**src/tft_pkg.sv**
```systemverilog
// TFT display link definitions
package tft_pkg;

    // Pixel coordinate, wide enough for the 320 pixel columns.
    typedef logic [8:0] coord_t;

    // One byte on the serial display link.
    typedef logic [7:0] tft_byte_t;

    // RGB565 pixel.
    typedef logic [15:0] color_t;

    localparam tft_byte_t CMD_CASET = 8'h2A; // Column address set.
    localparam tft_byte_t CMD_PASET = 8'h2B; // Page address set.
    localparam tft_byte_t CMD_RAMWR = 8'h2C; // Memory write.

    localparam color_t PLAYER_COLOR     = 16'h07E0; // Pure green.
    localparam color_t BACKGROUND_COLOR = 16'h0000;

    localparam int SCREEN_W = 320;
    localparam int SCREEN_H = 240;

endpackage

```
**src/player_motion.sv**
```systemverilog
// Player position and redraw sequencer
`timescale 1ns/1ns

module player_motion import tft_pkg::*; #(
    parameter int SPRITE_SIZE = 10,
    parameter int STEP        = 4
) (
    input  logic   clk,
    input  logic   rst,
    input  logic   step,
    input  logic   btn_left,
    input  logic   btn_right,
    input  logic   btn_up,
    input  logic   btn_down,
    input  logic   drawer_busy,
    output logic   draw_start,
    output coord_t draw_x,
    output coord_t draw_y,
    output color_t draw_color,
    output coord_t player_x,
    output coord_t player_y,
    output logic   busy
);

    localparam int MAX_X = SCREEN_W - SPRITE_SIZE;
    localparam int MAX_Y = SCREEN_H - SPRITE_SIZE;
    localparam coord_t START_X = coord_t'(SCREEN_W / 2 - SPRITE_SIZE / 2);
    localparam coord_t START_Y = coord_t'(SCREEN_H / 2 - SPRITE_SIZE / 2);

    typedef enum logic [2:0] {
        ST_IDLE,
        ST_ERASE,
        ST_ERASE_WAIT,
        ST_DRAW,
        ST_DRAW_WAIT
    } motion_state_t;

    motion_state_t state;
    coord_t        old_x, old_y;
    coord_t        next_x, next_y;
    logic          accept;

    assign busy   = (state != ST_IDLE) || drawer_busy;
    assign accept = step && !busy;

    // Opposite buttons cancel, and the result is clamped to the visible area.
    always_comb begin
        int nx;
        int ny;
        nx = int'(player_x);
        ny = int'(player_y);
        if (btn_left && !btn_right) nx = nx - STEP;
        if (btn_right && !btn_left) nx = nx + STEP;
        if (btn_up && !btn_down)    ny = ny - STEP;
        if (btn_down && !btn_up)    ny = ny + STEP;
        if (nx < 0) nx = 0;
        else if (nx > MAX_X) nx = MAX_X;
        if (ny < 0) ny = 0;
        else if (ny > MAX_Y) ny = MAX_Y;
        next_x = coord_t'(nx);
        next_y = coord_t'(ny);
    end

    always_ff @(posedge clk) begin
        if (rst) begin
            state      <= ST_DRAW; // The start position is drawn once without an erase.
            draw_start <= 1'b0;
            player_x   <= START_X;
            player_y   <= START_Y;
        end else begin
            case (state)
                ST_IDLE: if (accept) begin
                    player_x <= next_x;
                    player_y <= next_y;
                    if (next_x != player_x || next_y != player_y) state <= ST_ERASE;
                end
                ST_ERASE: begin
                    draw_start <= 1'b1;
                    state      <= ST_ERASE_WAIT;
                end
                ST_ERASE_WAIT: begin
                    draw_start <= 1'b0;
                    // The drawer raises busy a cycle after the pulse, so wait past it.
                    if (!drawer_busy && !draw_start) state <= ST_DRAW;
                end
                ST_DRAW: begin
                    draw_start <= 1'b1;
                    state      <= ST_DRAW_WAIT;
                end
                ST_DRAW_WAIT: begin
                    draw_start <= 1'b0;
                    if (!drawer_busy && !draw_start) state <= ST_IDLE;
                end
                default: state <= ST_IDLE;
            endcase
        end
    end

    always_ff @(posedge clk) begin
        if (state == ST_IDLE && accept) begin
            old_x <= player_x;
            old_y <= player_y;
        end
        if (state == ST_ERASE) begin
            draw_x     <= old_x;
            draw_y     <= old_y;
            draw_color <= BACKGROUND_COLOR;
        end else if (state == ST_DRAW) begin
            draw_x     <= player_x;
            draw_y     <= player_y;
            draw_color <= PLAYER_COLOR;
        end
    end

endmodule

```
**src/sprite_display_top.sv**
```systemverilog
// Player sprite display subsystem
`timescale 1ns/1ns

module sprite_display_top import tft_pkg::*; #(
    parameter int SPRITE_SIZE = 10,
    parameter int STEP        = 4,
    parameter int CLK_DIV     = 2
) (
    input  logic   clk,
    input  logic   rst,
    input  logic   step,
    input  logic   btn_left,
    input  logic   btn_right,
    input  logic   btn_up,
    input  logic   btn_down,
    output logic   tft_sclk,
    output logic   tft_mosi,
    output logic   tft_cs,
    output logic   tft_dc,
    output coord_t player_x,
    output coord_t player_y,
    output logic   busy
);

    logic      draw_start;
    coord_t    draw_x, draw_y;
    color_t    draw_color;
    logic      drawer_busy;
    logic      tx_transmit;
    logic      tx_dc;
    tft_byte_t tx_data;
    logic      tx_busy;

    player_motion #(
        .SPRITE_SIZE (SPRITE_SIZE),
        .STEP        (STEP)
    ) u_motion (
        .clk         (clk),
        .rst         (rst),
        .step        (step),
        .btn_left    (btn_left),
        .btn_right   (btn_right),
        .btn_up      (btn_up),
        .btn_down    (btn_down),
        .drawer_busy (drawer_busy),
        .draw_start  (draw_start),
        .draw_x      (draw_x),
        .draw_y      (draw_y),
        .draw_color  (draw_color),
        .player_x    (player_x),
        .player_y    (player_y),
        .busy        (busy)
    );

    sprite_drawer #(
        .SPRITE_SIZE (SPRITE_SIZE)
    ) u_drawer (
        .clk         (clk),
        .rst         (rst),
        .draw_start  (draw_start),
        .draw_x      (draw_x),
        .draw_y      (draw_y),
        .draw_color  (draw_color),
        .drawer_busy (drawer_busy),
        .tx_busy     (tx_busy),
        .tx_transmit (tx_transmit),
        .tx_dc       (tx_dc),
        .tx_data     (tx_data)
    );

    tft_spi_tx #(
        .CLK_DIV (CLK_DIV)
    ) u_tx (
        .clk         (clk),
        .rst         (rst),
        .tx_transmit (tx_transmit),
        .tx_dc       (tx_dc),
        .tx_data     (tx_data),
        .tx_busy     (tx_busy),
        .tft_sclk    (tft_sclk),
        .tft_mosi    (tft_mosi),
        .tft_cs      (tft_cs),
        .tft_dc      (tft_dc)
    );

endmodule

```
**src/sprite_drawer.sv**
```systemverilog
// Solid sprite command stream generator
`timescale 1ns/1ns

module sprite_drawer import tft_pkg::*; #(
    parameter int SPRITE_SIZE = 10
) (
    input  logic      clk,
    input  logic      rst,
    input  logic      draw_start,
    input  coord_t    draw_x,
    input  coord_t    draw_y,
    input  color_t    draw_color,
    output logic      drawer_busy,
    input  logic      tx_busy,
    output logic      tx_transmit,
    output logic      tx_dc,
    output tft_byte_t tx_data
);

    localparam int PIX_W = $clog2(SPRITE_SIZE * SPRITE_SIZE + 1);
    localparam logic [PIX_W-1:0] LAST_PIX = PIX_W'(SPRITE_SIZE * SPRITE_SIZE - 1);
    localparam logic [3:0] SEL_PIXELS = 4'd11; // Header is done, pixels follow.

    typedef enum logic [1:0] {
        ST_IDLE,
        ST_SEND,
        ST_WAIT_HI,
        ST_WAIT_LO
    } drawer_state_t;

    drawer_state_t    state;
    logic [3:0]       sel_cnt;
    logic [PIX_W-1:0] pix_cnt;
    logic             byte_lo;
    coord_t           x_q, y_q;
    coord_t           x_end, y_end;
    color_t           color_q;
    logic             sel_dc;
    tft_byte_t        sel_data;
    logic             last_byte;

    assign drawer_busy = (state != ST_IDLE);
    assign x_end = x_q + coord_t'(SPRITE_SIZE - 1);
    assign y_end = y_q + coord_t'(SPRITE_SIZE - 1);
    assign last_byte = (sel_cnt == SEL_PIXELS) && byte_lo && (pix_cnt == LAST_PIX);

    always_comb begin
        sel_dc   = 1'b1;
        sel_data = byte_lo ? color_q[7:0] : color_q[15:8];
        case (sel_cnt)
            4'd0:  {sel_dc, sel_data} = {1'b0, CMD_CASET};
            4'd1:  sel_data = {7'b0, x_q[8]};
            4'd2:  sel_data = x_q[7:0];
            4'd3:  sel_data = {7'b0, x_end[8]};
            4'd4:  sel_data = x_end[7:0];
            4'd5:  {sel_dc, sel_data} = {1'b0, CMD_PASET};
            4'd6:  sel_data = {7'b0, y_q[8]};
            4'd7:  sel_data = y_q[7:0];
            4'd8:  sel_data = {7'b0, y_end[8]};
            4'd9:  sel_data = y_end[7:0];
            4'd10: {sel_dc, sel_data} = {1'b0, CMD_RAMWR};
            default: ;
        endcase
    end

    always_ff @(posedge clk) begin
        if (rst) begin
            state       <= ST_IDLE;
            tx_transmit <= 1'b0;
            sel_cnt     <= '0;
            pix_cnt     <= '0;
            byte_lo     <= 1'b0;
        end else begin
            case (state)
                ST_IDLE: if (draw_start) begin
                    sel_cnt <= '0;
                    pix_cnt <= '0;
                    byte_lo <= 1'b0;
                    state   <= ST_SEND;
                end
                ST_SEND: if (!tx_busy) begin
                    tx_transmit <= 1'b1;
                    state       <= ST_WAIT_HI;
                end
                ST_WAIT_HI: begin
                    tx_transmit <= 1'b0;
                    if (tx_busy) state <= ST_WAIT_LO; // Byte was taken by the transmitter.
                end
                ST_WAIT_LO: if (!tx_busy) begin
                    if (last_byte) begin
                        state <= ST_IDLE;
                    end else begin
                        state <= ST_SEND;
                        if (sel_cnt != SEL_PIXELS) begin
                            sel_cnt <= sel_cnt + 4'd1;
                        end else if (byte_lo) begin
                            byte_lo <= 1'b0;
                            pix_cnt <= pix_cnt + PIX_W'(1);
                        end else begin
                            byte_lo <= 1'b1;
                        end
                    end
                end
                default: state <= ST_IDLE;
            endcase
        end
    end

    always_ff @(posedge clk) begin
        if (state == ST_IDLE && draw_start) begin
            x_q     <= draw_x;
            y_q     <= draw_y;
            color_q <= draw_color;
        end
        if (state == ST_SEND && !tx_busy) begin
            tx_dc   <= sel_dc;
            tx_data <= sel_data;
        end
    end

endmodule

```
**src/tft_spi_tx.sv**
```systemverilog
// TFT serial byte transmitter
`timescale 1ns/1ns

module tft_spi_tx import tft_pkg::*; #(
    parameter int CLK_DIV = 2
) (
    input  logic      clk,
    input  logic      rst,
    input  logic      tx_transmit,
    input  logic      tx_dc,
    input  tft_byte_t tx_data,
    output logic      tx_busy,
    output logic      tft_sclk,
    output logic      tft_mosi,
    output logic      tft_cs,
    output logic      tft_dc
);

    localparam int DIV_W = (CLK_DIV > 1) ? $clog2(CLK_DIV) : 1;

    logic [DIV_W-1:0] div_cnt;
    logic [3:0]       half_cnt; // Sixteen half periods make one byte.
    tft_byte_t        shift_q;
    logic             dc_q;

    assign tft_mosi = shift_q[7];
    assign tft_dc   = dc_q;

    always_ff @(posedge clk) begin
        if (rst) begin
            tx_busy  <= 1'b0;
            tft_cs   <= 1'b1;
            tft_sclk <= 1'b0;
            div_cnt  <= '0;
            half_cnt <= '0;
        end else if (!tx_busy) begin
            if (tx_transmit) begin
                tx_busy  <= 1'b1;
                tft_cs   <= 1'b0;
                div_cnt  <= '0;
                half_cnt <= '0;
            end
        end else if (div_cnt == DIV_W'(CLK_DIV - 1)) begin
            div_cnt <= '0;
            if (half_cnt == 4'd15) begin
                // The final falling edge ends the byte and releases the panel.
                tx_busy  <= 1'b0;
                tft_cs   <= 1'b1;
                tft_sclk <= 1'b0;
            end else begin
                half_cnt <= half_cnt + 4'd1;
                tft_sclk <= ~tft_sclk;
            end
        end else begin
            div_cnt <= div_cnt + DIV_W'(1);
        end
    end

    always_ff @(posedge clk) begin
        if (!tx_busy && tx_transmit) begin
            shift_q <= tx_data;
            dc_q    <= tx_dc;
        end else if (tx_busy && div_cnt == DIV_W'(CLK_DIV - 1)
                     && tft_sclk && half_cnt != 4'd15) begin
            shift_q <= {shift_q[6:0], 1'b0}; // Next bit goes out on the falling edge.
        end
    end

endmodule

```
**config.mk**
```make
export PLATFORM = sky130hd
export DESIGN_NAME = sprite_display_top
export DESIGN_NICKNAME = d
export VERILOG_FILES = /design/src/tft_pkg.sv /design/src/player_motion.sv /design/src/sprite_display_top.sv /design/src/sprite_drawer.sv /design/src/tft_spi_tx.sv
export SDC_FILE = /design/constraint.sdc
export NUM_CORES = 1
export LEC_CHECK = 0
export ABC_AREA = 1
export ABC_CLOCK_PERIOD_IN_PS = 5970
export BUFFER_PORTS_ARGS = -buffer_cell sky130_fd_sc_hd__clkbuf_2
export CAP_MARGIN = 5
export CORE_UTILIZATION = 40
export DETAILED_ROUTE_END_ITERATION = 12
export GPL_TIMING_DRIVEN = 0
export PLACE_DENSITY = 0.66
export SLEW_MARGIN = 20
export SYNTH_ARGS = -nofsm -noshare
export SYNTH_HDL_FRONTEND = slang
export SYNTH_SLANG_ARGS = --single-unit
```
**constraint.sdc**
```tcl
create_clock -name clk -period 5.97 [get_ports clk]
set_input_delay 1.194 -clock clk [delete_from_list [all_inputs] [get_ports clk]]
set_output_delay 1.194 -clock clk [all_outputs]
set_load 0.02 [all_outputs]
```
==> flow_metrics.tcl <==
set metrics [dict create \
    routed_wl_um 15600 \
    intPower_w 0.00191 \
    path_max_fanout 10 \
    switching_share_pct 32.0 \
    via_per_inst 5.10 \
    hold_class "reg -> reg" \
    clk_latency_ns 0.43 \
    seqPwrFrac_pct 40.7 \
    io_buffers 26 \
    crit_type "in -> reg" \
    period_minus_slack_ns 4.57 \
    vdd_drop_max_mv 0.224 \
    dieWidth_um 134 \
    grt_pass1_wl_um 26200 \
    synthArstFlopShare_pct 0 \
    yosysWarnings 0 \
    ys.flop_type "edfxtp_1" \
    synthCells 899 \
    coreArea_mm2 0.0168 \
    hold_path_end "u_drawer.x_q[0]" \
    ys_types 46 \
    arrival_ns 4.86 \
    cts-root-buf "clkbuf_16" \
    die_y_um 134 \
    place.gp.congestion 0.893 \
    numCtsBuffers 17 \
    setup_violations 0 \
    die_area_mm2 0.0179 \
    final_util_pct 47.5 \
    outcome "finished, final reports clean" \
    skew_ns 0.0131 \
    max-slew-margin-rel_pct 41.0 \
    fin_nets 983 \
    synth.net_count 937 \
    final_common_cell "nand2_1" \
    antenna_left 0 \
    io_pins 30 \
    synth_area_mm2 0.00693 \
    cp-start-kind "input pin" \
    dr_total_vias 6009 \
    reg2reg_depth 26 \
    finalMaxSlewViolations 0 \
    num_rows 47 \
    yosysTopAreaCellShare_pct 31.6 \
    worstPathRequired_ns 6.26 \
    ys_ff_latch 119 \
    areaGrowthSynthToFinish_pct 14.8 \
    final_cell_mix "227 x nand2_1, 109 x inv_1, 88 x nand3_1" \
    leakage_nw 3.36 \
    reg2reg_from "u_motion.player_x[3]" \
    max_clock_freq_ghz 0.219 \
    dp_hpwl_um 11700 \
    post_cts_buffers 0 \
    multi_input_area_mm2 0.00326 \
    period_share_pct 76.6 \
    grt_max_degree 28 \
    clock_path_buffers 2 \
    cts_tree "done" \
    track_usage_pct 18.6 \
    antenna_found_initial 0 \
    synth_enable_flop_cells 73 \
    wl_per_cell_um 13.2 \
    synth.area.top_cells "edfxtp_1 32%, dfxtp_1 13%, nand2_1 12%, nand3_1 6.4%, inv_1 5.9%" \
    clkTransAtPathRegs_ns 0.06 \
    dr.first_iter.drc_count 519 \
    tns_ns 0 \
    start_util_pct 41.4 \
    combPwrFrac_pct 22.5 \
    hold_start "u_motion.draw_x[0]" \
    grt_pass1_vias 5540 \
    yosys.area.top_type "edfxtp_1" \
    crit_path_end_kind "flop" \
    globalRoute.totalOverflow 0 \
    timing.rr.end "u_motion.state[0]" \
    fillers 1642 \
    seqCellArea_mm2 0.00311 \
    switchingPower_w 0.000901 \
    power.share.clock_pct 36.9 \
    finalHoldViolCount 0 \
    hold_buffers 0 \
    worst_slew_pin_slew_ns 0.878 \
    htree_levels 4 \
    grt_setup_unrepaired "false" \
    drc 0 \
    n_antenna_cell 0 \
    drive_gt1_share_pct 11.3 \
    r2r_slack_ns 1.73 \
    yosysSeqAreaShare_pct 44.9 \
    whs_path_depth 0 \
    drv_cap 0 \
    power_density_mw_per_mm2 354 \
    ctsResizeCount 0 \
    cts_sinks 119 \
    avgSynthCellArea_um2 7.71 \
    firstDrtPassIters 5 \
    p_total_w 0.00281 \
]
-- area by class of cell --
| type | count | share of cell area (%) |
|---|---|---|
| sequential | 119 | 39.1 |
| inverter | 124 | 5.88 |
| tap | 220 | 3.46 |
| clock buffer | 17 | 5.35 |
| buffer | 19 | 1.21 |
| clock inverter | 15 | 2.23 |
| multi-input combinational | 637 | 41.0 |
| timing repair buffer | 27 | 1.78 |
-- metrics by stage --
| step | cell area [um^2] | hold WS [ns] | setup WS (ns) | cells |
|---|---|---|---|---|
| global route | 7960 | 0.425 | 0.850 | 1178 |
| detailed placement | 7350 | 0.405 | 0.960 | 1146 |
| global placement | 7340 | 0.403 | 0.969 | 1145 |
| floorplan | 6930 | 0.400 | 1.72 | 899 |
| CTS | 7960 | 0.418 | 1.39 | 1178 |
| finish | 7960 | 0.418 | 1.40 | 1178 |
-- Yosys cell counts (all sizes together) (3+ instances only) --
cell type,count
inv,121
ha,31
nor4,4
buf,5
a21oi,40
o22ai,5
edfxtp,73
clkbuf,14
nor2,85
and3,3
o211ai,5
nand4,19
nor3b,3
dfxtp,46
nor3,21
or2,6
nand3,93
a211oi,7
o21ai,61
clkinv,3
nand2,239
-- flip-flops by register name (all words and copies together) (netlist names), 4 cells and up --
signal	cells
u_motion.old_y	9
u_drawer.pix_cnt	7
u_motion.draw_x	9
u_drawer.sel_cnt	4
u_motion.old_x	9
u_drawer.x_q	9
u_motion.draw_y	9
u_tx.shift_q	8
u_drawer.tx_data	8
u_drawer.y_q	9
u_motion.player_y	9
u_motion.player_x	9
u_tx.half_cnt	4
-- worst max path at each step --
stage | startpoint | to | slack (ns) | cells past startpoint
after floorplan | btn_left | u_motion.state[0] | 1.72 | 24
after global placement | btn_right | u_motion.state[0] | 0.97 | 25
after detailed placement | btn_right | u_motion.state[0] | 0.96 | 25
after CTS | btn_right | u_motion.state[0] | 1.39 | 25
after global routing | btn_right | u_motion.state[0] | 0.85 | 25
final | btn_right | u_motion.state[0] | 1.40 | 25
-- worst max-delay path, stage by stage --
cell and delay [ns]:
clkbuf_2 0.12, inv_4 0.13, nand3_1 0.13, nor2_2 0.15, nand2_1 0.10, nor3_1 0.68, nand3_1 0.17, ha_1 0.32
nand4_1 0.09, o21ai_0 0.16, nand3_1 0.13, nor2_1 0.12, nand3_1 0.09, nor2_1 0.14, nand3_2 0.11, nand3_4 0.15
nand2_2 0.10, o21ai_1 0.14, nand2_1 0.06, nor2_1 0.12, nand2_1 0.07, nor2_1 0.16, nand3_1 0.09, nand4_1 0.08
nand2_1 0.05
-- per-layer routing --
metal	share of wire [%]	GRT usage, %
met4	2.1	7.39
met1	47	23.9
met5	0	0
met2	46	30.1
met3	4.3	4.34
-- logic make-up after synthesis --
| group | share of synthesized area [%] |
|---|---|
| AO/OA/AOI/OAI | 10.3 |
| XOR/XNOR | 0.126 |
| flip-flops | 44.9 |
| AND/OR/NAND/NOR | 30.9 |
| buffers and inverters | 8.12 |
| adder cells (fa/ha/maj) | 5.60 |
-- power groups by stage --
stage               Sequential, W  Combinational (W)  Clock [W]
floorplan                 0.00115           0.000457          0
global placement          0.00116           0.000620          0
detailed placement        0.00116           0.000629          0
CTS                       0.00114           0.000633    0.00105
global route              0.00116           0.000729    0.00108
finish                    0.00114           0.000632    0.00104
Power figures use the tool's default switching activity.
